$ cat config.mk
export PLATFORM = sky130hd
export DESIGN_NAME = pi1_serial
export DESIGN_NICKNAME = d
export VERILOG_FILES = /design/src/hw/pi1_pkg.sv /design/src/hw/byte_queue.sv /design/src/hw/pi1_serial.sv
export VERILOG_INCLUDE_DIRS = /design/src /design/src/hw
export SDC_FILE = /design/constraint.sdc
export NUM_CORES = 1
export LEC_CHECK = 0
export BUFFER_PORTS_ARGS = -buffer_cell sky130_fd_sc_hd__buf_2
export CORE_UTILIZATION = 50
export DETAILED_ROUTE_END_ITERATION = 6
export HOLD_SLACK_MARGIN = 0.06
export PLACE_DENSITY_LB_ADDON = 0.25
export RECOVER_POWER = 100
export SETUP_SLACK_MARGIN = 0.1
export SKIP_CTS_REPAIR_TIMING = 1
export SYNTH_ARGS = -nofsm -noshare
export SYNTH_HDL_FRONTEND = slang
export SYNTH_SLANG_ARGS = --single-unit
$ cat constraint.sdc
create_clock -name clk_i -period 5.1 [get_ports clk_i]
set_input_delay 1.02 -clock clk_i [delete_from_list [all_inputs] [get_ports clk_i]]
set_output_delay 1.02 -clock clk_i [all_outputs]
set_load 0.01 [all_outputs]
$ cat src/hw/pi1_defs.svh
// pi1 subsystem defines
`ifndef PI1_DEFS_SVH
`define PI1_DEFS_SVH

// bus data width in bits
`define PI1_ARCHBITSZ 32

// word address width, byte offset bits dropped
`define PI1_ADDRBITSZ 30

// one select bit per data byte
`define PI1_SELBITSZ 4

// serial device, two words at byte 0xff8
// word 0 is the data register, word 1 the status register
`define PI1_SER_BASE 30'h3fe

// ram starts right after the serial device, byte 0x1000
`define PI1_MEM_BASE 30'h400

// ram depth in words, 4 KB
`define PI1_MEM_WORDS 1024

// extra cycles the ram holds rdy low after each access
`define PI1_MEM_DELAY 2

// entries in each serial byte queue
`define PI1_QUEUE_DEPTH 16

`endif

$ cat src/hw/pi1_pkg.sv
// pi1 bus types
`default_nettype none

package pi1_pkg;

	// bus operation encoding
	// nop leaves the slave idle
	// wr writes the selected byte lanes
	// rd returns the whole word
	// rw swaps, old word back and new word in
	typedef enum logic [1:0] {
		PI1_NOP = 2'b00,
		PI1_WR  = 2'b01,
		PI1_RD  = 2'b10,
		PI1_RW  = 2'b11
	} pi1_op_t;

	// slave index used by the router
	// invalid is the catch-all for unmapped addresses
	typedef enum logic [1:0] {
		SLV_SERIAL  = 2'd0,
		SLV_RAM     = 2'd1,
		SLV_INVALID = 2'd2
	} pi1_slave_t;

endpackage

`default_nettype wire

$ cat src/hw/byte_queue.sv
// byte fifo
`timescale 1ns/1ps
`default_nettype none

module byte_queue #(
	 parameter int DEPTH = 16
) (
	 input  wire                           clk_i
	,input  wire                           rst_i
	,input  wire                           push_i
	,input  wire  [7:0]                    push_data_i
	,input  wire                           pop_i
	,output logic [7:0]                    pop_data_o
	,output logic [$clog2(DEPTH+1)-1:0]    count_o
	,output logic                          full_o
	,output logic                          empty_o
);

	// pointer width, at least one bit
	localparam int PW = (DEPTH > 1) ? $clog2(DEPTH) : 1;
	// count runs 0..DEPTH inclusive
	localparam int CW = $clog2(DEPTH + 1);

	logic [7:0]    buf_q [DEPTH];
	logic [PW-1:0] wr_ptr_q;
	logic [PW-1:0] rd_ptr_q;
	logic [CW-1:0] count_q;
	logic          do_push;
	logic          do_pop;

	assign empty_o = (count_q == '0);
	assign full_o  = (count_q == CW'(DEPTH));
	assign count_o = count_q;

	// head byte is visible before the pop
	assign pop_data_o = buf_q[rd_ptr_q];

	// a pop on a full queue makes room for a push in the same cycle
	assign do_pop  = pop_i && !empty_o;
	assign do_push = push_i && (!full_o || do_pop);

	always_ff @(posedge clk_i) begin
		if (rst_i) begin
			wr_ptr_q <= '0;
			rd_ptr_q <= '0;
			count_q  <= '0;
		end else begin
			// pointers wrap at DEPTH, not at a power of two
			if (do_push) begin
				wr_ptr_q <= (wr_ptr_q == PW'(DEPTH - 1)) ? '0 : wr_ptr_q + 1'b1;
			end
			if (do_pop) begin
				rd_ptr_q <= (rd_ptr_q == PW'(DEPTH - 1)) ? '0 : rd_ptr_q + 1'b1;
			end
			// push and pop together leave the count alone
			if (do_push && !do_pop) begin
				count_q <= count_q + 1'b1;
			end else if (do_pop && !do_push) begin
				count_q <= count_q - 1'b1;
			end
		end
	end

	// storage
	always_ff @(posedge clk_i) begin
		if (do_push) begin
			buf_q[wr_ptr_q] <= push_data_i;
		end
	end

	// the user must not overrun the queue
	a_no_overflow: assert property (@(posedge clk_i) disable iff (rst_i)
		(push_i && full_o) |-> pop_i);

	// nor pop it when it holds nothing
	a_no_underflow: assert property (@(posedge clk_i) disable iff (rst_i)
		pop_i |-> !empty_o);

endmodule

`default_nettype wire

$ cat src/hw/pi1_serial.sv
// pi1 serial device
`timescale 1ns/1ps
`default_nettype none

`include "pi1_defs.svh"

module pi1_serial import pi1_pkg::*; (
	 input  wire                          clk_i
	,input  wire                          rst_i
	,input  wire pi1_op_t                 pi1_op_i
	,input  wire                          pi1_addr_i
	,input  wire  [`PI1_ARCHBITSZ-1:0]    pi1_data_i
	,output logic [`PI1_ARCHBITSZ-1:0]    pi1_data_o
	,input  wire  [`PI1_SELBITSZ-1:0]     pi1_sel_i
	,output logic                         pi1_rdy_o
	,output logic [7:0]                   tx_data_o
	,output logic                         tx_stb_o
	,input  wire                          tx_busy_i
	,input  wire  [7:0]                   rx_data_i
	,input  wire                          rx_stb_i
);

	localparam int QDEPTH = `PI1_QUEUE_DEPTH;
	localparam int CW     = $clog2(QDEPTH + 1);
	// status word halves
	localparam int HW     = `PI1_ARCHBITSZ / 2;

	// register index inside the device
	localparam logic REG_DATA   = 1'b0;
	localparam logic REG_STATUS = 1'b1;

	logic                      accept;
	logic                      is_read;
	logic                      tx_req;
	logic                      tx_push;
	logic [7:0]                tx_push_data;
	logic                      tx_pop;
	logic [CW-1:0]             tx_count;
	logic [CW-1:0]             tx_free;
	logic                      tx_full;
	logic                      tx_empty;
	logic                      rx_push;
	logic                      rx_pop;
	logic [7:0]                rx_head;
	logic [CW-1:0]             rx_count;
	logic                      rx_full;
	logic                      rx_empty;
	logic [`PI1_ARCHBITSZ-1:0] rd_word;
	logic                      pend_q;
	logic [7:0]                pend_data_q;
	logic [`PI1_ARCHBITSZ-1:0] data_q;

	// only a parked write stalls the bus
	assign pi1_rdy_o = !pend_q;
	assign accept    = (pi1_op_i != PI1_NOP) && pi1_rdy_o;
	// swap behaves as a plain read here
	assign is_read   = (pi1_op_i == PI1_RD) || (pi1_op_i == PI1_RW);

	// byte lane 0 written to the data register
	assign tx_req = accept && (pi1_op_i == PI1_WR) && (pi1_addr_i == REG_DATA)
		&& pi1_sel_i[0];

	// one byte leaves per cycle while the line is free
	assign tx_pop    = !tx_empty && !tx_busy_i;
	assign tx_stb_o  = tx_pop;

	// a parked byte goes first, new writes cannot arrive while it waits
	assign tx_push      = (tx_req || pend_q) && (!tx_full || tx_pop);
	assign tx_push_data = pend_q ? pend_data_q : pi1_data_i[7:0];
	assign tx_free      = CW'(QDEPTH) - tx_count;

	// incoming bytes are dropped once the queue is full
	assign rx_push = rx_stb_i && !rx_full;
	assign rx_pop  = accept && is_read && (pi1_addr_i == REG_DATA) && !rx_empty;

	// read word, zero for writes and for an empty receive queue
	always_comb begin
		rd_word = '0;
		if (is_read) begin
			if (pi1_addr_i == REG_STATUS) begin
				rd_word[HW +: HW] = HW'(rx_count);
				rd_word[HW-1:0]   = HW'(tx_free);
			end else if (!rx_empty) begin
				// bit 8 flags a valid byte
				rd_word[8]   = 1'b1;
				rd_word[7:0] = rx_head;
			end
		end
	end

	// pending write when the transmit queue had no room
	always_ff @(posedge clk_i) begin
		if (rst_i) begin
			pend_q <= 1'b0;
		end else if (tx_req && !tx_push) begin
			pend_q <= 1'b1;
		end else if (pend_q && tx_push) begin
			pend_q <= 1'b0;
		end
	end

	always_ff @(posedge clk_i) begin
		if (tx_req) begin
			pend_data_q <= pi1_data_i[7:0];
		end
	end

	// response lands one cycle after acceptance
	always_ff @(posedge clk_i) begin
		if (accept) begin
			data_q <= rd_word;
		end
	end

	assign pi1_data_o = data_q;

	byte_queue #(
		 .DEPTH (QDEPTH)
	) tx_queue (
		 .clk_i       (clk_i)
		,.rst_i       (rst_i)
		,.push_i      (tx_push)
		,.push_data_i (tx_push_data)
		,.pop_i       (tx_pop)
		,.pop_data_o  (tx_data_o)
		,.count_o     (tx_count)
		,.full_o      (tx_full)
		,.empty_o     (tx_empty)
	);

	byte_queue #(
		 .DEPTH (QDEPTH)
	) rx_queue (
		 .clk_i       (clk_i)
		,.rst_i       (rst_i)
		,.push_i      (rx_push)
		,.push_data_i (rx_data_i)
		,.pop_i       (rx_pop)
		,.pop_data_o  (rx_head)
		,.count_o     (rx_count)
		,.full_o      (rx_full)
		,.empty_o     (rx_empty)
	);

	// a parked write drains as soon as the line frees
	a_pend_drains: assert property (@(posedge clk_i) disable iff (rst_i)
		(pend_q && !tx_busy_i) |=> !pend_q);

endmodule

`default_nettype wire

# Word-level counts from Yosys, hierarchy flattened
# Memories as Yosys holds them, arrays and structs flattened. A register that Yosys moved wholly into a read port is not among the register bits.
# Index checks and enable logic that the tools add are counted.
[totals]
mem_count = 2
latch_bits = 0
mem_bits_rw = 256
mem_bits_ro = 0
out_inout_bits = 42
reg_bits = 67
elab_cells = 100
[memory_table]
columns = ["name", "words", "width", "rd", "rd_clocked_by_memory_dff", "write_ports", "line_no", "source"]
rows = [
  ["rx_queue.buf_q", 16, 8, 1, 1, 1, "byte_queue.sv:24", "logic [7:0] buf_q [DEPTH];"],
  ["tx_queue.buf_q", 16, 8, 1, 1, 1, "byte_queue.sv:24", ""],
]
[classes]
bitwise_logic = 2
div_mod_pow = 0
n_shift = 0
n_addsub = 9
eq_ne = 9
n_mux = 21
reduce_logical = 45
n_lt_le_gt_ge = 0
n_mul = 0
[op_table]
columns = ["cell", "n"]
rows = [
  ["$mux W4", 8],
  ["$mux W5", 5],
  ["$logic_and A1 B1 Y1", 20],
  ["$add A4 B1 Y4 const B", 4],
  ["$eq A4 B4 Y1 const B", 4],
  ["$logic_not A1 Y1", 11],
  ["$add A5 B1 Y5 const B", 2],
  ["$eq A5 B5 Y1 const B", 2],
  ["$logic_not A5 Y1", 2],
  ["$sub A5 B1 Y5 const B", 2],
  ["$mux W9", 1],
  ["$mux W8", 1],
  ["$reduce_bool A2 Y1", 4],
  ["$mux W1", 6],
  ["$logic_or A1 B1 Y1", 5],
  ["$sub A5 B5 Y5 const A", 1],
  ["$eq A2 B2 Y1 const B", 2],
  ["$reduce_or A3 Y1", 1],
  ["$eq A2 B1 Y1 const B", 1],
  ["$not A1 Y1", 2],
  ["$reduce_and A2 Y1", 1],
  ["$reduce_or A2 Y1", 1],
]

# Logic depth before layout (Yosys ltp)
[depth]
ltp_word = 12
ltp_mapped = 16
depth_no_buf = 15

# Modules after synthesis
# Synthesis repeated with hierarchy kept, for this count alone.
[unflattened]
hier_cells = 732
area_unflattened_um2 = 12752.2
[modules_own_cells]
columns = ["module", "cells_per_inst", "n_inst", "area_each_um2"]
rows = [
  ["byte_queue", 317, 2, 5779.3],
  ["pi1_serial", 98, 1, 1193.6],
]

# Worst setup path after synthesis
# OpenSTA, ideal clock, no wires.
[synth_timing]
path_kind = "flip-flop to flip-flop"
startpoint = "register tx_queue.count_q[0] (netlist: tx_queue.count_o[0])"
endpoint = "register tx_queue.count_q[4] (netlist: tx_queue.count_o[4])"
synth_period_minus_slack_ps = 3441
path_buffers = 1
path_slack_ps = 1659
arrival_ps = 3370
path_stages_with_launch = 17
t_required_ps = 5030
cell_sequence = "dfxtp_1 > inv_1 > ha_1 > nor3b_1 > ha_1 > nor2_1 > inv_1 > a2bb2oi_2 > buf_2 > ha_1 > inv_1 > fa_1 > a21o_1 > a21oi_1 > xnor2_1 > or3_1 > a21oi_1"
[synth_via]
elab_chain_cells = 9
elab_cells_between_ends = 19
[synth_lines]
columns = ["element", "line_no", "source"]
rows = [
  ["start, declared", "byte_queue.sv:27", "logic [CW-1:0] count_q;"],
  ["start signal, assigned", "byte_queue.sv:57", "count_q <= count_q + 1'b1;"],
  ["start signal, assigned", "byte_queue.sv:59", "count_q <= count_q - 1'b1;"],
  ["$logic_not A5 Y1 (*)", "byte_queue.sv:31", "assign empty_o = (count_q == '0);"],
  ["$logic_not A1 Y1 (*)", "pi1_serial.sv:64", "assign tx_pop = !tx_empty && !tx_busy_i;"],
  ["$logic_and A1 B1 Y1 (*)", "pi1_serial.sv:64", ""],
  ["net tx_stb_o", "pi1_serial.sv:17", ",output logic tx_stb_o"],
  ["$logic_or A1 B1 Y1 or $logic_and A1 B1 Y1 (tied branches)", "pi1_serial.sv:68, byte_queue.sv:39", ""],
  ["$logic_and A1 B1 Y1 or $logic_or A1 B1 Y1 (tied branches)", "pi1_serial.sv:68, byte_queue.sv:40", ""],
  ["$logic_and A1 B1 Y1 (*)", "byte_queue.sv:40", "assign do_push = push_i && (!full_o || do_pop);"],
  ["net tx_queue.do_push", "byte_queue.sv:28", "logic do_push;"],
  ["$logic_not A1 Y1", "byte_queue.sv:58", "end else if (do_pop && !do_push) begin"],
  ["$logic_and A1 B1 Y1", "byte_queue.sv:58", ""],
  ["$reduce_bool A2 Y1 (no source line)", "-", ""],
]
# Mark *: on every way through the listed nets, which the timed path passes. The rest lies on a longest branch. The select of a mux whose other input is x is not followed.
# A chain may end at the register's enable or synchronous reset.

# Worst setup path after layout
[layout_timing]
startpoint = "register tx_queue.count_q[0] (netlist: tx_queue.count_o[0])"
endpoint = "memory tx_queue.buf_q[3][2] (enable)"
[layout_via]
elab_chain_cells = 8
elab_cells_between_ends = 12
[layout_lines]
columns = ["element", "line_no", "source"]
rows = [
  ["$logic_not A5 Y1", "byte_queue.sv:31", ""],
  ["$logic_not A1 Y1", "byte_queue.sv:39, pi1_serial.sv:64", ""],
  ["$logic_and A1 B1 Y1", "pi1_serial.sv:64", ""],
  ["$logic_or A1 B1 Y1 or $logic_and A1 B1 Y1 (tied branches)", "pi1_serial.sv:68, byte_queue.sv:39", ""],
  ["$logic_and A1 B1 Y1 or $logic_or A1 B1 Y1 (tied branches)", "pi1_serial.sv:68, byte_queue.sv:40", ""],
  ["$logic_and A1 B1 Y1 (*)", "byte_queue.sv:40", ""],
  ["$mux W1 (*)", "byte_queue.sv:66", "if (do_push) begin"],
  ["$mux W1 (implied by the code) (*)", "byte_queue.sv:67", "buf_q[wr_ptr_q] <= push_data_i;"],
  ["end, declared", "byte_queue.sv:24", ""],
]
# Every way passes the cells marked *; elsewhere a longest branch is shown, timed or not.

==> impl_metrics.yaml <==
global_route:
  overflow: 0
  antenna_found_initial: 0
  grt_pass1_wl_mm: 37.3
  grt_pass1_vias: 6413
  grt_usage: 0.192
  grt_max_degree: 33
worst_setup_path:
  arrival_ns: 4.35
  critPathMaxStageDelay_ns: 1.20
  rr_startpoint: "tx_queue.count_o[0]"
  cp_slowest_cell: "nor3_1"
  timing.rr.end: "tx_queue.buf_q[3][2]"
  reg2reg_slack_ns: 0.89
  critPathCaptureType: "flip-flop"
  required_ns: 5.24
  cp.buffers_inverters: 2
  reg2reg_depth: 9
  crit_family: "simple AND/OR/NAND/NOR gates"
  critPathLaunchType: "flip-flop"
  critical_path.cell_chain: "inv_1 > ha_1 > nor3b_1 > ha_1 > nor2_1 > inv_1 > a2bb2oi_1 > nand2_1 > nor3_1"
  critPathKind: "reg -> reg"
  critPathMaxFanout: 13
route:
  drc: 0
  routed_wl_mm: 24.4
  ant_nets: 0
  num_vias: 6297
  vias_per_cell: 5.70
  first_iter_violations: 574
  first_pass_iters: 5
  wire_per_inst_um: 22.1
cts:
  clkLatencyLatePin_ns: 0.54
  clock-sinks: 313
  cts_tree: "done"
  cts_buffer_depth: 3
  numCtsBuffers: 31
  htree_levels: 1
  root_buffer: "clkbuf_16"
  path_clk_slew_ns: 0.06
min_path:
  hold_depth: 2
  hp-start: "rx_queue.rd_ptr_q[0]"
  hold_path.class: "reg -> reg"
power_and_ir_drop:
  pwr-share-comb: 0.153
  p_leak_nw: 4.59
  p_int_mw: 4.61
  p_seq_frac: 0.493
  swShare: 0.242
  vdd_ir_drop_max_mv: 0.236
  power_density_nw_per_um2: 430
  p_sw_mw: 1.47
  clkPwrFrac: 0.354
floorplan:
  rows: 58
  boundaryPins: 93
  dieWidth_um: 162
  start_util: 0.508
  core_area_um2: 25100
  die_area_um2: 26200
  dieHeight_um: 162
synth:
  synth_top_cell_by_area: "edfxtp_1"
  yosysSeqAreaShare: 0.709
  ys.flop_type: "edfxtp_1"
  synth_cell_types: 47
  yosys.cell_count.top_type: "edfxtp_1"
  synth_edf_count: 278
  async_reset_ff_frac: 0
  syn_area_per_cell_um2: 18.3
  yosysWarnings: 0
  netlist_instances: 696
  ys_seq_elements: 313
  yosys-top-cells-area: "edfxtp_1 (65%), mux4_2 (7.4%), mux4_1 (5.8%)"
  synth_top_area_frac: 0.654
  synthTopCellsByCount: "edfxtp_1 (278), nor2_1 (62), mux4_2 (42)"
  syn_area_um2: 12800
placed_design:
  gp_congestion: 0.772
  numPortBuffers: 47
  place_hpwl_mm: 15.5
sta:
  holdWs_ns: 0.511
  finClkSkew_ns: 0.00946
  fmax_ghz: 0.238
  min_period_over_period: 0.825
  finalHoldViolCount: 0
  tns_ns: 0
  period_minus_slack_ns: 4.21
  worstMarginPinSlew_ns: 2.13
  drv_slew: 46
  slew_headroom: -0.420
  finalSetupViolations: 0
  rsz0062_at_grt: "no"
status:
  violations: "max-capacitance violations, max-slew violations"
  status: "finished, violations left"
layout:
  diodes: 0
  layout-drive-gt1-share: 0.150
  fillers: 1952
  areaGrowthSynthToFinish_pct: 10.6
  layout.nets: 824
  final_util: 0.562
run:
  maxCapViolCount: 3
## power groups by stage
stage	registers, mW	clock network [mW]	logic [mW]
after detailed placement	3.05	0	0.965
final	2.99	2.15	0.931
after global placement	3.04	0	0.936
after CTS	3.00	2.19	0.973
after floorplan	3.02	0	0.765
after global routing	3.01	2.30	1.02
## sequential cells by signal (all words and copies together) (netlist names), named ones only
signal	count
rx_queue.count_o	5
tx_queue.rd_ptr_q	4
tx_queue.buf_q	128
pend_data_q	8
pend_q	1
tx_queue.wr_ptr_q	4
tx_queue.count_o	5
rx_queue.buf_q	128
rx_queue.wr_ptr_q	4
rx_queue.rd_ptr_q	4
pi1_data_o	14
## cell usage in the layout, fill, tap and decap left out, types with 2 or more instances in the layout
cell	count
mux4_2	42
buf_2	11
fa_1	2
nor3_2	2
nand2b_1	5
nand2_1	25
o22ai_1	5
dfxtp_1	34
and3_1	2
or3_1	3
buf_4	2
a311oi_1	3
mux4_1	28
xor2_1	8
conb_1	18
clkbuf_8	6
nor3_1	9
clkinv_2	5
mux2_2	9
ha_1	21
a21o_1	5
mux2_1	8
a31oi_1	3
clkinvlp_4	2
nor2_1	62
clkbuf_1	52
nand3_1	3
clkbuf_16	31
o21ai_0	11
inv_1	17
edfxtp_1	278
a21oi_1	22
xnor2_1	5
mux2i_1	14
## logic make-up after synthesis
kind of cell	after synthesis	share of synthesized area
DFF	313	0.709
and+or+nand+nor	119	0.0413
muxes	101	0.158
buffers and inverters	68	0.0306
AOI/OAI and AO/OA	58	0.0287
adders and majority gates	23	0.0237
xor gates and xnor gates	13	0.00892
other	1	0.000294
## worst max path at each step
stage / from / end / slack, ns / cells past startpoint
floorplan: tx_queue.count_o[0] / tx_queue.count_o[4] / 1.66 / 16
global placement: tx_busy_i / tx_queue.count_o[4] / 1.37 / 12
detailed placement: tx_busy_i / tx_queue.count_o[4] / 1.35 / 12
CTS: tx_queue.count_o[0] / tx_queue.count_o[4] / 1.32 / 15
global route: tx_queue.count_o[0] / tx_queue.buf_q[3][1] / 0.49 / 9
finish: tx_queue.count_o[0] / tx_queue.buf_q[3][2] / 0.89 / 9
## per-layer routing
metal	track usage	vias to the layer above	wire (um)
met5	0	-	0
met4	0.0485	0	427
met3	0.0271	37	1060
met2	0.334	166	12800
met1	0.256	3274	10100
li1	-	2820	-
## worst reg2reg max path, cell delays in order, from the launching register on
cell and delay, ns:
dfxtp_1 0.45, inv_1 0.09, ha_1 0.23, nor3b_1 0.17, ha_1 0.19, nor2_1 0.24, inv_1 0.18, a2bb2oi_1 0.79
nand2_1 0.25, nor3_1 1.21
## area by class of cell
| class | instances | area, um2 | area share |
|---|---|---|---|
| Tap cell | 330 | 413 | 0.0292 |
| Clock buffer | 48 | 900 | 0.0637 |
| Timing Repair Buffer | 55 | 229 | 0.0162 |
| Inverter | 17 | 63.8 | 0.00452 |
| Sequential cell | 313 | 9050 | 0.641 |
| Clock inverter | 9 | 73.8 | 0.00523 |
| Multi-Input combinational cell | 332 | 3390 | 0.240 |
## through the flow
stage	cells	cell area [um2]	power (mW)	worst slack, ns
floorplan	713	12800	3.78	1.66
global placement	1047	13200	3.98	1.37
detailed placement	1047	13200	4.01	1.35
CTS	1104	14200	6.16	1.32
global route	1104	14100	6.34	0.490
finish	1104	14100	6.08	0.895
(Power assumes the default switching activity.)
