[config.mk]
export PLATFORM = sky130hd
export DESIGN_NAME = pi1_router
export DESIGN_NICKNAME = d
export VERILOG_FILES = /design/src/hw/pi1_pkg.sv /design/src/hw/pi1_router.sv
export VERILOG_INCLUDE_DIRS = /design/src /design/src/hw
export SDC_FILE = /design/constraint.sdc
export NUM_CORES = 1
export LEC_CHECK = 0
export BUFFER_PORTS_ARGS = -buffer_cell sky130_fd_sc_hd__buf_2
export CORE_AREA = 2 2 98 100
export DETAILED_ROUTE_END_ITERATION = 16
export DIE_AREA = 0 0 100 102
export GPL_TIMING_DRIVEN = 0
export SETUP_SLACK_MARGIN = 0.4
export SLEW_MARGIN = 15
export SYNTH_ARGS = -nofsm -noshare
export SYNTH_HDL_FRONTEND = slang
export SYNTH_SLANG_ARGS = --single-unit
[constraint.sdc]
create_clock -name clk_i -period 2.75 [get_ports clk_i]
set_input_delay 0.275 -clock clk_i [delete_from_list [all_inputs] [get_ports clk_i]]
set_output_delay 0.275 -clock clk_i [all_outputs]
set_load 0.02 [all_outputs]
[src/hw/pi1_defs.svh]
// pi1 subsystem defines
`ifndef PI1_DEFS_SVH
`define PI1_DEFS_SVH

// bus data width in bits
`define PI1_ARCHBITSZ 32

// word address width, byte offset bits dropped
`define PI1_ADDRBITSZ 30

// one select bit per data byte
`define PI1_SELBITSZ 4

// serial device, two words at byte 0xff8
// word 0 is the data register, word 1 the status register
`define PI1_SER_BASE 30'h3fe

// ram starts right after the serial device, byte 0x1000
`define PI1_MEM_BASE 30'h400

// ram depth in words, 4 KB
`define PI1_MEM_WORDS 1024

// extra cycles the ram holds rdy low after each access
`define PI1_MEM_DELAY 2

// entries in each serial byte queue
`define PI1_QUEUE_DEPTH 16

`endif

[src/hw/pi1_pkg.sv]
// pi1 bus types
`default_nettype none

package pi1_pkg;

	// bus operation encoding
	// nop leaves the slave idle
	// wr writes the selected byte lanes
	// rd returns the whole word
	// rw swaps, old word back and new word in
	typedef enum logic [1:0] {
		PI1_NOP = 2'b00,
		PI1_WR  = 2'b01,
		PI1_RD  = 2'b10,
		PI1_RW  = 2'b11
	} pi1_op_t;

	// slave index used by the router
	// invalid is the catch-all for unmapped addresses
	typedef enum logic [1:0] {
		SLV_SERIAL  = 2'd0,
		SLV_RAM     = 2'd1,
		SLV_INVALID = 2'd2
	} pi1_slave_t;

endpackage

`default_nettype wire

[src/hw/pi1_router.sv]
// pi1 address router
`timescale 1ns/1ps
`default_nettype none

`include "pi1_defs.svh"

module pi1_router import pi1_pkg::*; (
	 input  wire                                clk_i
	,input  wire                                rst_i
	,input  wire pi1_op_t                       m_op_i
	,input  wire  [`PI1_ADDRBITSZ-1:0]          m_addr_i
	,input  wire  [`PI1_ARCHBITSZ-1:0]          m_data_i
	,input  wire  [`PI1_SELBITSZ-1:0]           m_sel_i
	,output logic [`PI1_ARCHBITSZ-1:0]          m_data_o
	,output logic                               m_rdy_o
	,output pi1_op_t                            ser_op_o
	,output logic                               ser_addr_o
	,output logic [`PI1_ARCHBITSZ-1:0]          ser_data_o
	,output logic [`PI1_SELBITSZ-1:0]           ser_sel_o
	,input  wire  [`PI1_ARCHBITSZ-1:0]          ser_data_i
	,input  wire                                ser_rdy_i
	,output pi1_op_t                            mem_op_o
	,output logic [$clog2(`PI1_MEM_WORDS)-1:0]  mem_addr_o
	,output logic [`PI1_ARCHBITSZ-1:0]          mem_data_o
	,output logic [`PI1_SELBITSZ-1:0]           mem_sel_o
	,input  wire  [`PI1_ARCHBITSZ-1:0]          mem_data_i
	,input  wire                                mem_rdy_i
);

	localparam int MAW = $clog2(`PI1_MEM_WORDS);

	logic [`PI1_ADDRBITSZ-1:0] ser_off;
	logic [`PI1_ADDRBITSZ-1:0] mem_off;
	pi1_slave_t                dec;
	pi1_slave_t                resp_q;
	logic                      fwd_en;
	logic                      accept;

	// addresses rebased to each slave
	assign ser_off = m_addr_i - `PI1_SER_BASE;
	assign mem_off = m_addr_i - `PI1_MEM_BASE;

	// fixed map, anything unmapped falls to the invalid device
	always_comb begin
		if (ser_off < `PI1_ADDRBITSZ'(2)) begin
			dec = SLV_SERIAL;
		end else if ((m_addr_i >= `PI1_MEM_BASE)
			&& (mem_off < `PI1_ADDRBITSZ'(`PI1_MEM_WORDS))) begin
			dec = SLV_RAM;
		end else begin
			dec = SLV_INVALID;
		end
	end

	// response mux follows the slave hit by the last accepted op
	always_comb begin
		case (resp_q)
			SLV_SERIAL: begin
				m_rdy_o  = ser_rdy_i;
				m_data_o = ser_data_i;
			end
			SLV_RAM: begin
				m_rdy_o  = mem_rdy_i;
				m_data_o = mem_data_i;
			end
			default: begin
				// invalid device reads zero and never stalls
				m_rdy_o  = 1'b1;
				m_data_o = '0;
			end
		endcase
	end

	// while one slave is busy, an op for another slave is held back
	// the busy slave itself sees its op and ignores it until ready
	assign fwd_en = m_rdy_o || (dec == resp_q);
	assign accept = (m_op_i != PI1_NOP) && m_rdy_o;

	assign ser_op_o   = (fwd_en && (dec == SLV_SERIAL)) ? m_op_i : PI1_NOP;
	assign ser_addr_o = ser_off[0];
	assign ser_data_o = m_data_i;
	assign ser_sel_o  = m_sel_i;

	assign mem_op_o   = (fwd_en && (dec == SLV_RAM)) ? m_op_i : PI1_NOP;
	assign mem_addr_o = mem_off[MAW-1:0];
	assign mem_data_o = m_data_i;
	assign mem_sel_o  = m_sel_i;

	// responding slave, invalid after reset so rdy starts high
	always_ff @(posedge clk_i) begin
		if (rst_i) begin
			resp_q <= SLV_INVALID;
		end else if (accept) begin
			resp_q <= dec;
		end
	end

	// an accepted ram op is also taken by the ram
	a_ram_takes: assert property (@(posedge clk_i) disable iff (rst_i)
		(accept && (dec == SLV_RAM)) |-> mem_rdy_i);

endmodule

`default_nettype wire

# ---- Yosys cells after proc, flatten, opt, wreduce, memory -nomap -nowiden
# Index checks and enable logic that the tools add are counted.
dict set report word_totals {
  wordCells 23
  out_inout_bits 120
  reg_bits 2
}
dict set report op_classes {
  magnitude_cmp 3
  n_addsub 2
  muxes 6
  n_reduce_logical 8
  n_eq_ne 3
}
# op n
set op_table {}
lappend op_table {{$pmux W32 S2} 1}
lappend op_table {{$ge A30 B11 Y1 const B} 1}
lappend op_table {{$lt A30 B11 Y1 const B} 1}
lappend op_table {{$lt A30 B2 Y1 const B} 1}
lappend op_table {{$sub A30 B10 Y30 const B} 1}
lappend op_table {{$sub A30 B11 Y30 const B} 1}
lappend op_table {{$mux W2} 4}
lappend op_table {{$eq A2 B1 Y1 const B} 2}
lappend op_table {{$logic_and A1 B1 Y1} 4}
lappend op_table {{$logic_not A2 Y1} 2}
lappend op_table {{$eq A2 B2 Y1} 1}
lappend op_table {{$pmux W1 S2} 1}
lappend op_table {{$reduce_bool A2 Y1} 1}
lappend op_table {{$logic_or A1 B1 Y1} 1}

# ---- Longest topological paths before layout
# Gate-level depths: netlist (run 1).
dict set report depth {
  depth_word 9
  depth_mapped 8
  mapped_depth_nobuf 8
}

# ---- Worst setup path before layout (run 1)
# OpenSTA, ideal clock, no wires.
dict set report synth_path {
  kind {input-to-output}
  start {input port m_addr_i[24]}
  end {output port mem_op_o[0]}
  path_stages 7
  n_path_buf 0
  setup_slack_ns 0.132
  required_time_ns 2.475
  arrival_time_ns 2.343
  cell_sequence {or3_4 -> or4_1 -> nor3_1 -> a211oi_1 -> o2111ai_2 -> nor3_2 -> nor4bb_1}
}
dict set report synth_via {
  elab_chain_cells 9
  word_cells_on_any_way 13
}
# element line_no
set synth_rtl {}
lappend synth_rtl {{start: declaration} pi1_router.sv:11} ;# ,input wire [`PI1_ADDRBITSZ-1:0] m_addr_i
lappend synth_rtl {{$sub A30 B11 Y30 (no line)} n/a}
lappend synth_rtl {{$lt A30 B11 Y1} pi1_router.sv:48} ;# && (mem_off < `PI1_ADDRBITSZ'(`PI1_MEM_WORDS))) begin
lappend synth_rtl {{$logic_and A1 B1 Y1} pi1_router.sv:47} ;# end else if ((m_addr_i >= `PI1_MEM_BASE)
lappend synth_rtl {{$mux W2} pi1_router.sv:47}
lappend synth_rtl {{$mux W2 *} pi1_router.sv:45} ;# if (ser_off < `PI1_ADDRBITSZ'(2)) begin
lappend synth_rtl {{$eq A2 B2 Y1} pi1_router.sv:76} ;# assign fwd_en = m_rdy_o || (dec == resp_q);
lappend synth_rtl {{$logic_or A1 B1 Y1} pi1_router.sv:76}
lappend synth_rtl {{$logic_and A1 B1 Y1 *} pi1_router.sv:84} ;# assign mem_op_o = (fwd_en && (dec == SLV_RAM)) ? m_op_i : PI1_NOP;
lappend synth_rtl {{$mux W2 *} pi1_router.sv:84}
lappend synth_rtl {{end: declaration} pi1_router.sv:22} ;# ,output pi1_op_t mem_op_o
# Every way passes the cells marked *; elsewhere a longest branch is shown, timed or not.

# ---- Worst setup path after layout (run 1)
dict set report layout_path {
  start {input port m_addr_i[23]}
  end {output port mem_op_o[1]}
}
# Same word-level chain as after synthesis.

==> results by group, run 1 <==
Clock tree
  – Clk slew on worst S/H paths: roughly 0.030 ns
  – CTS root buf: clkbuf_8
  – CTS tree: built
  – H-tree Lvls: 1
  – # clock sinks: 2
  – Clock Tree Buf Depth: 2
  – Clk_lat worst skew: around 0.21 ns
  – Num CTS Buffers: 3

Place
  – HPWL after DPL: 6.947 mm
  – PortBufs: roughly 220
  – Post-DP Area: ~0.0032 mm2
  – Gpl congestion: ~0.9

Logic synthesis
  – Ys async rst share: 0%
  – Net Count, Synth: approximately 410
  – Gate Count Post-Synth: about 270
  – Post-synth cell types: 51
  – Synthesized area per cell: ~7.2 um2
  – Post-synthesis sequential area ratio: between 2 and 2.5%
  – Synth Register Bits: 2
  – Cell Area, Synth: just under 0.002 mm2
  – Synth Flop Type: dfxtp_1
  – Warning count from the yosys run: 0
  – Number of synthesized flops with an enable pin: 0

Timing
  – Hold Vio Cnt, Final: 0
  – Fin crit period: approximately 2.7 ns
  – Crit share post-route: ~99%
  – Hold WS: about 0.24 ns
  – Final setup violation count: 0
  – Worst-margin pin slew: approximately 0.7 ns
  – Normalized max-slew margin: about 52%
  – Fmax: 0.3689 GHz
  – RSZ-0062 raised after global routing: true
  – Worst Clk Skew: roughly 0.0017 ns
  – Final Max Slew Viols: 0

Global routing
  – Initial antenna violation count: 0
  – Vias in the first global route: roughly 2300
  – Total GRT Usage: between 10% and 20%
  – Largest net degree at the start of global routing: 11
  – First-pass GRT wire length: 10.76 mm
  – Grt ovf: 0

Floorplanning
  – Die area: between 0.01 and 0.015 mm2
  – Rows: 35
  – Core area: around 0.009 mm2
  – DIE HEIGHT: roughly 100 um
  – Chip width: 100 um
  – I/O pins: around 260
  – Initial Util: between 20% and 30%

Detailed routing
  – Initial DRC Count: 114
  – Via count: ~2700
  – Routed wire length: ~8 mm
  – Drt wl/cell: between 10 and 15 um
  – DR vias/cell: around 4.4
  – DRT antenna net count: 0
  – Pre-antenna DRT Iters: 4
  – # DRC: 0

Final layout
  – Top Registers: resp_q: 2 flops
  – Post-layout util: between 30% and 40%
  – # diodes: 0
  – Post-route cell area: between 0.003 and 0.004 mm2
  – Fill cell count: 966
  – Synth-to-Final Area Change: 74.49%
  – Nets: 640
  – Number of flip-flops in the largest register: 2
  – Proportion of layout cells with a drive suffix above 1: about 68%
  – Largest reg by FF count: resp_q

Run status
  – Outcome: finished clean

Worst setup path
  – Crit path launch type: input port
  – Crit Path Class: in2out
  – Worst-path cell chain: buf_8 > or3_4 > or4_4 > nor2_4 > buf_4 > nor2_1 > o2111ai_2 > nor3_4 > buf_6 > nor4bb_2 > buf_4
  – Worst-case reg-to-reg path depth: 8
  – Critical path arrival: approximately 2.4 ns
  – Critical Path RT: roughly 2.5 ns
  – CP max FO: 3
  – Most frequent CP cell: buf_4
  – Critical Path Max Stage Delay: 0.45 ns
  – Slowest cell on the critical path: or4_4
  – CP endpoint kind: output pin

Worst hold path
  – Hold Path Depth: 2
  – HP Class: in2reg

Run
  – Max-capacitance violation count: 0

Pwr
  – Total power: 604.0 uW
  – Pwr/cell area: around 180 mW/mm2
  – Max VDD drop: 0.08376 mV
  – Static Leak: around 1.8 nW
[cells in the final DEF (no fill, tap or decap), types with 2 or more instances in the layout]
cell        n
a211oi_1    2
a21boi_0    2
a21oi_1     7
a31oi_1     2
buf_2     212
buf_4      93
buf_6       3
buf_8       2
clkbuf_1    6
clkbuf_8    4
dfxtp_1     2
inv_1       6
mux2i_1    34
nand2_1     8
nand3_1     3
nand4_1     2
nor2_1     39
nor3_1     11
nor3_2      2
nor3_4      2
nor4_1      5
nor4_2      2
nor4bb_2    2
o211a_1     2
o21ai_0     8
o31ai_1     2
or3_1       3
or4_4       2
[per-stage QoR]
stage	setup TNS, ns	worst slack (ns)	cells
floorplan	0	0.2795	271
global placement	-0.8733	-0.2734	600
detailed placement	-0.8116	-0.2600	600
CTS	0	0.02941	607
global route	-0.1075	-0.05627	611
finish	0	0.03903	611
[final timing paths]
kind,startpoint,endpoint,slack (ns)
worst max-delay path,m_addr_i[23],mem_op_o[1],0.04
worst min-delay path,rst_i,resp_q[0],0.24
worst max register to register,resp_q[0],resp_q[0],1.18
worst min register to register,resp_q[1],resp_q[1],0.62
[cells in the mapped netlist (2+ instances only)]
cell	number	area (um2)
nand4_2	2	25.02
or4_1	2	15.01
nor4_1	6	37.54
nor4bb_1	2	20.02
dfxtp_1	2	40.04
a211oi_1	3	22.52
o211a_1	2	20.02
nor3_2	4	40.04
inv_1	6	22.52
a21oi_1	7	35.03
nor3_1	11	55.05
a31oi_1	2	12.51
nand2_1	8	30.03
nor2_1	40	150.1
or3_1	3	18.77
nand3_1	4	20.02
ha_1	2	25.02
buf_4	83	623.1
mux2i_1	34	340.3
a21boi_0	2	15.01
a2111oi_0	2	17.52
nand4_1	2	12.51
o31ai_1	2	15.01
o21ai_0	8	40.04
clkbuf_1	6	22.52
[repair_timing]
item / in CTS / in global routing
resized for setup: 17 / 8
setup endpoints to repair: 6 / 6
pin swaps: 6 / 6
endpoints found under the hold margin: 0 / 0
hold buffers: 0 / 0
setup buffers: 4 / 4
[critical path, delay by kind of cell]
kind | cells | cell delay [ns]
and+or+nand+nor | 6 | 1.40
buffers and inverters | 4 | 0.53
AOI/OAI and AO/OA | 1 | 0.23
[layer usage]
layer	GRT usage, %	vias to the layer above	part of all wire, %
met1	15.53	1164	40
met5	0	-	0
met4	3.161	0	1.7
li1	-	1348	-
met2	22.92	134	50
met3	2.941	13	8.7
[where the power goes]
part / internal [mW] / switching (mW) / total (mW)
clock: 0.0925 / 0.0231 / 0.116
combinational: 0.219 / 0.239 / 0.458
sequential: 0.0300 / 0.000262 / 0.0303
total: 0.341 / 0.263 / 0.604
[final cells by class]
cell class | instances | area, um2 | area share [%]
Timing Repair Buffer | 226 | 1185 | 34.88
Multi-Input combinational cell | 172 | 1295 | 38.12
Inverter | 6 | 22.52 | 0.6630
Sequential cell | 2 | 40.04 | 1.179
Clock buffer | 3 | 41.29 | 1.215
Tap cell | 111 | 138.9 | 4.088
Buffer | 91 | 674.4 | 19.85
[cells by family after synthesis]
group	Yosys count	synth area share, %
simple gates	94	26.86
mux	35	18.06
flops	2	2.057
fa+ha+maj	3	1.799
buf+inv	97	35.80
compound gates	39	14.97
xor+xnor	1	0.4500
Power figures use the tool's default switching activity.
==> inputs of run 2 (changes only) <==
Settings changed: CORE_AREA 2 2 98 100 to 10 10 91 93, DIE_AREA 0 0 100 102 to 0 0 101 103, PLACE_DENSITY from default to 0.77.
Clock period 2.75 ns to 3.3 ns, I/O delays scaled along.
==> run 2 against run 1 <==
Compared with the run above: die area grew 2.0%; setup slack better by 0.43 ns; flip-flop and latch count did not move; total power fell by 16%; count of clock-buffer cells in the layout did not move; final cell count down 5.9%; via count grew 2.6%; core utilization grew 13 points; combinational power shrank 16%; worst hold slack gained 0.047 ns; non-clock buffer count shrank 5; sequential share of layout area barely moved; critical endpoint unchanged; highest routed layer unchanged.
==> results by group, run 2 (synthesis gave the netlist of run 1 again) <==
Global routing
  – Total GRT Usage: between 15 and 20%
  – Vias in the first global route: approximately 2700
  – Initial antenna violation count: 0
  – Largest net degree at the start of global routing: 11
  – Grt ovf: 0
  – First-pass GRT wire length: between 10 and 15 mm

Final layout
  – Proportion of layout cells with a drive suffix above 1: 66.87%
  – Commonest non-fill, non-tap cell in the layout: buf_2
  – Nets: about 640
  – Synth-to-Final Area Change: 68.89%
  – Post-layout util: between 50 and 60%
  – Largest reg by FF count: resp_q
  – Multi-input logic area: 0.001271 mm2
  – Post-route cell area: roughly 0.0033 mm2
  – Number of flip-flops in the largest register: 2
  – Most frequent cells in the layout: 214 x buf_2, 86 x buf_4, 39 x nor2_1, 34 x mux2i_1, 11 x nor3_1
  – Top Registers: resp_q: 2 flops
  – Fill cell count: around 630
  – # diodes: 0
  – Register Area: roughly 40 um2

Floorplanning
  – Chip width: approximately 100 um
  – I/O pins: between 200 and 300
  – Initial Util: slightly below 30%
  – Rows: 30
  – Die area: 0.01040 mm2
  – DIE HEIGHT: roughly 100 um
  – Core area: between 0.006 and 0.007 mm2

Detailed routing
  – Wire length on met2: 5.101 mm
  – Drt wl/cell: around 17 um
  – Metal3 WL: about 1.1 mm
  – DRT antenna net count: 0
  – M1 WL: about 3.5 mm
  – Routed wire length: 9.832 mm
  – # DRC: 0
  – Initial DRC Count: roughly 210
  – DR top layer: met4
  – DR vias/cell: about 4.7
  – Pre-antenna DRT Iters: 4
  – Via count: about 2700

Worst setup path
  – Slowest cell on the critical path: or4_1
  – Worst-path cell chain: buf_6 > or3_4 > or4_1 > nor2_4 > a211oi_1 > nor3_2 > nor3_4 > nor4bb_1 > buf_2
  – Crit path launch type: input port
  – Critical path arrival: around 2.5 ns
  – CP max FO: 5
  – Crit Path Class: in2out
  – Critical Path RT: between 2 and 3 ns
  – Critical Path Max Stage Delay: between 0.4 and 0.5 ns
  – Buf/Inv on CP: 2
  – CP endpoint kind: output pin
  – Family with the most delay on the worst path: simple AND/OR/NAND/NOR gates

Clock tree
  – Clk slew on worst S/H paths: 0.03 ns
  – # clock sinks: 2
  – Clk_lat worst skew: around 0.21 ns
  – CTS root buf: clkbuf_8
  – H-tree Lvls: 1
  – Clock Tree Buf Depth: 2
  – Hold-fix buffers at CTS: 0
  – CTS tree: built
  – Num CTS Buffers: 3

Timing
  – Post-route setup slack: around 0.47 ns
  – Worst Clk Skew: roughly 0.00035 ns
  – Worst-margin pin slew: ~0.7 ns
  – Crit share post-route: 85.86%
  – Final setup violation count: 0
  – Final Max Slew Viols: 0
  – Final setup TNS: 0 ns
  – RSZ-0062 raised after global routing: true
  – Normalized max-slew margin: a little over half
  – Hold Vio Cnt, Final: 0
  – Fmax: between 0.3 and 0.4 GHz
  – Fin crit period: 2.833 ns

Pwr
  – Static Leak: approximately 1.7 nW
  – Total power: about 510 uW
  – Pwr/cell area: 154.2 mW/mm2
  – Max VDD drop: 0.07496 mV

Place
  – PortBufs: 218
  – Post-DP Area: between 0.003 and 0.004 mm2
  – Gpl congestion: 0.9098
  – HPWL after DPL: slightly below 9 mm
  – Place WS: ~0.19 ns

Worst hold path
  – HP Class: in2reg

Run status
  – Outcome: finished clean

Run
  – Max-capacitance violation count: 0
[run 2: changes by cell type in the layout (fill, tap and decap cells not counted), sizes merged]
cell	previous run	this run
buf	310	305
[run 2: worst paths after layout]
check,startpoint,end,slack [ns],depth (start not counted)
setup / recovery,m_addr_i[23],mem_op_o[1],0.47,9
hold reg to reg,resp_q[1],resp_q[1],0.61,3
hold / removal,rst_i,resp_q[0],0.29,2
setup reg to reg,resp_q[0],resp_q[0],1.76,8
[run 2: what timing repair did]
item,4_1_cts,5_1_grt
buffers inserted,1,2
pin swaps,6,6
endpoints found under the setup margin,4,4
gates resized for setup,8,12
[run 2: routing by layer]
metal  vias up  global-route usage, %
li1       1338                      -
met1      1232                  18.73
met2       148                  28.01
met3        11                  5.965
met4         0                  3.859
met5         -                      0
[run 2: where the power goes]
| group | internal, mW | total (mW) | leakage, nW | switching (mW) |
|---|---|---|---|---|
| clock | 0.0772 | 0.0974 | 0.0216 | 0.0202 |
| sequential | 0.0250 | 0.0252 | 0.0163 | 0.000203 |
| combinational | 0.180 | 0.384 | 1.69 | 0.204 |
| total | 0.282 | 0.507 | 1.73 | 0.225 |
[run 2: final cells by class]
cell class	count	share of cell area, %
buffer	91	20.51
clock buffer	3	1.256
inverter	6	0.6849
multi-input combinational	172	38.66
sequential	2	1.218
tap	80	3.044
timing repair buffer	221	34.63
[run 2: stage by stage]
step	cells	hold slack (ns)
4_1_cts	573	0.2871
6_report	575	0.2897
3_3_place_gp	569	0.5034
2_1_floorplan	271	0.3991
3_5_place_dp	569	0.5074
5_1_grt	575	0.2966
[run 2: worst register-to-register path, cell delays in order (launching register included)]
cell and delay [ns]:
dfxtp_1 0.32, buf_8 0.13, or2b_2 0.32, o21ai_0 0.09, nand2b_1 0.10, o21ai_0 0.18
inv_1 0.08, o311ai_1 0.09, a21oi_1 0.11
==> inputs of run 3 (changes only) <==
Clock period 3.3 ns to 3.65 ns, I/O delays scaled along.
==> run 3 against run 2 <==
Compared with the run above: combinational power is 11% lower; highest routed layer unchanged; largest power group unchanged; via count is 1.8% lower; critical path type unchanged; die area stayed put; sequential share of layout area hardly changed; count of clock-buffer cells in the layout stayed put.
==> results by group, run 3 (synthesis gave the netlist of run 1 again) <==
Floorplanning
  – DIE HEIGHT: ~100 um
  – Core area: roughly 0.0066 mm2
  – Rows: 30
  – Initial Util: between 20 and 30%
  – I/O pins: approximately 260
  – Chip width: between 100 and 150 um
  – Die area: 0.01040 mm2

Detailed routing
  – # DRC: 0
  – DRT antenna net count: 0
  – Drt wl/cell: roughly 17 um
  – Pre-antenna DRT Iters: 5
  – Via count: about 2700
  – Initial DRC Count: around 180
  – DR vias/cell: about 4.7
  – Routed wire length: around 9.8 mm

Global routing
  – Total GRT Usage: between 10% and 20%
  – Grt ovf: 0
  – Vias in the first global route: between 2000 and 3000
  – Largest net degree at the start of global routing: 11
  – First-pass GRT wire length: approximately 14 mm
  – Initial antenna violation count: 0

Place
  – PortBufs: between 200 and 250
  – Place WS: ~0.47 ns
  – HPWL after DPL: 8.863 mm
  – Gpl congestion: ~0.9

Clock tree
  – CTS root buf: clkbuf_8
  – CTS tree: built
  – Setup bufs post-CTS: 0
  – Num CTS Buffers: 3
  – Clock Tree Buf Depth: 2
  – Clk slew on worst S/H paths: approximately 0.030 ns
  – # clock sinks: 2
  – Clk_lat worst skew: around 0.21 ns
  – H-tree Lvls: 1

Final layout
  – Synth-to-Final Area Change: 64.01%
  – Most frequent cells in the layout: 218 x buf_2, 83 x buf_4, 40 x nor2_1, 34 x mux2i_1, 11 x nor3_1
  – Number of flip-flops in the largest register: 2
  – Nets: about 630
  – Fill cell count: ~650
  – Largest reg by FF count: resp_q
  – # diodes: 0
  – Top Registers: resp_q: 2 flops
  – Proportion of layout cells with a drive suffix above 1: 65.85%
  – Commonest non-fill, non-tap cell in the layout: buf_2

Timing
  – Fmax: between 0.3 and 0.4 GHz
  – Normalized max-slew margin: a little over half
  – Hold Vio Cnt, Final: 0
  – Fin crit period: roughly 3 ns
  – Final setup TNS: 0 ns
  – RSZ-0062 raised after global routing: false
  – Post-route setup slack: around 0.56 ns
  – Crit share post-route: 84.66%
  – Final setup violation count: 0
  – Worst-margin pin slew: 0.6999 ns
  – Worst Clk Skew: about 0.00016 ns
  – Final Max Slew Viols: 0

Worst setup path
  – Critical path arrival: 2.73 ns
  – Critical Path RT: 3.28 ns
  – Critical path depth: 10
  – Buf/Inv on CP: 3
  – Critical Path Max Stage Delay: roughly 0.52 ns
  – Worst-path cell chain: buf_2 > ha_1 > inv_1 > o21ai_0 > nand4_1 > a2111oi_1 > nand4_2 > nor3_4 > o211a_1 > buf_2
  – CP max FO: 6
  – Family with the most delay on the worst path: compound AO/OA/AOI/OAI gates
  – Crit path launch type: input port
  – Worst-case reg-to-reg path depth: 8
  – Most frequent CP cell: buf_2
  – Crit Path Class: in2out
  – CP endpoint kind: output pin
  – Slowest cell on the critical path: a2111oi_1

Run
  – Max-capacitance violation count: 0

Pwr
  – Max VDD drop: about 0.067 mV
  – Static Leak: 1.711 nW
  – Pwr/cell area: between 100 and 150 mW/mm2

Run status
  – Outcome: finished clean

Worst hold path
  – Hold Path Depth: 2
  – HP Class: in2reg
[run 3: changes by cell type in the layout (fill, tap and decap cells not counted), moves of 2 or more]
cell    before  now
buf_4       86   83
nor4_2       0    2
buf_6        4    0
nor4_4       2    0
buf_2      214  218
[run 3: path summary, 6_finish.rpt]
path          startpoint     endpoint  slack, ns
max reg2reg    resp_q[0]    resp_q[0]       2.11
max          m_addr_i[1]  ser_op_o[1]       0.56
min                rst_i    resp_q[0]       0.33
min reg2reg    resp_q[1]    resp_q[1]       0.61
[run 3: layout make-up]
cell class	count	area [um2]	area share [%]
timing repair buffer	218	1091	34.17
clock buffer	3	41.29	1.293
tap	80	100.1	3.135
buffer	91	674.4	21.12
multi-input combinational	172	1224	38.32
inverter	6	22.52	0.7053
sequential	2	40.04	1.254
[run 3: worst reg2reg max path, cell delays in order (launching register included)]
cell	delay, ns
dfxtp_1	0.32
buf_8	0.13
or2b_2	0.32
o21ai_0	0.09
nand2b_1	0.10
o21ai_0	0.18
inv_1	0.08
o311ai_1	0.09
a21oi_1	0.11
[run 3: per-layer routing]
metal	vias up	part of all wire [%]	track usage (%)
li1	1334	-	-
met1	1189	36	18.79
met2	150	52	28.06
met3	8	11	5.965
met4	0	1.1	3.751
met5	-	0	0
[run 3: per-stage QoR]
stage | total power [mW] | util, % | std cells | cell area (um2) | hold slack, ns
global route | 0.4828 | 48.61 | 572 | 3193 | 0.3316
CTS | 0.4544 | 48.40 | 572 | 3179 | 0.3221
floorplan | 0.2236 | - | 271 | 1947 | 0.4341
global placement | 0.3582 | 47.77 | 569 | 3138 | 0.5384
finish | 0.4501 | 48.61 | 572 | 3193 | 0.3310
detailed placement | 0.3633 | 47.77 | 569 | 3138 | 0.5424
[run 3: where the power goes]
part	leakage [nW]	internal (mW)	switching [mW]
clock	0.0216	0.0697	0.0172
sequential	0.0163	0.0226	0.000182
combinational	1.67	0.159	0.181
[run 3: repair_timing]
action                     in CTS  in global routing
gates resized for setup         0                  3
hold endpoints to repair        0                  0
setup endpoints to repair       0                  4
hold buffers                    0                  0
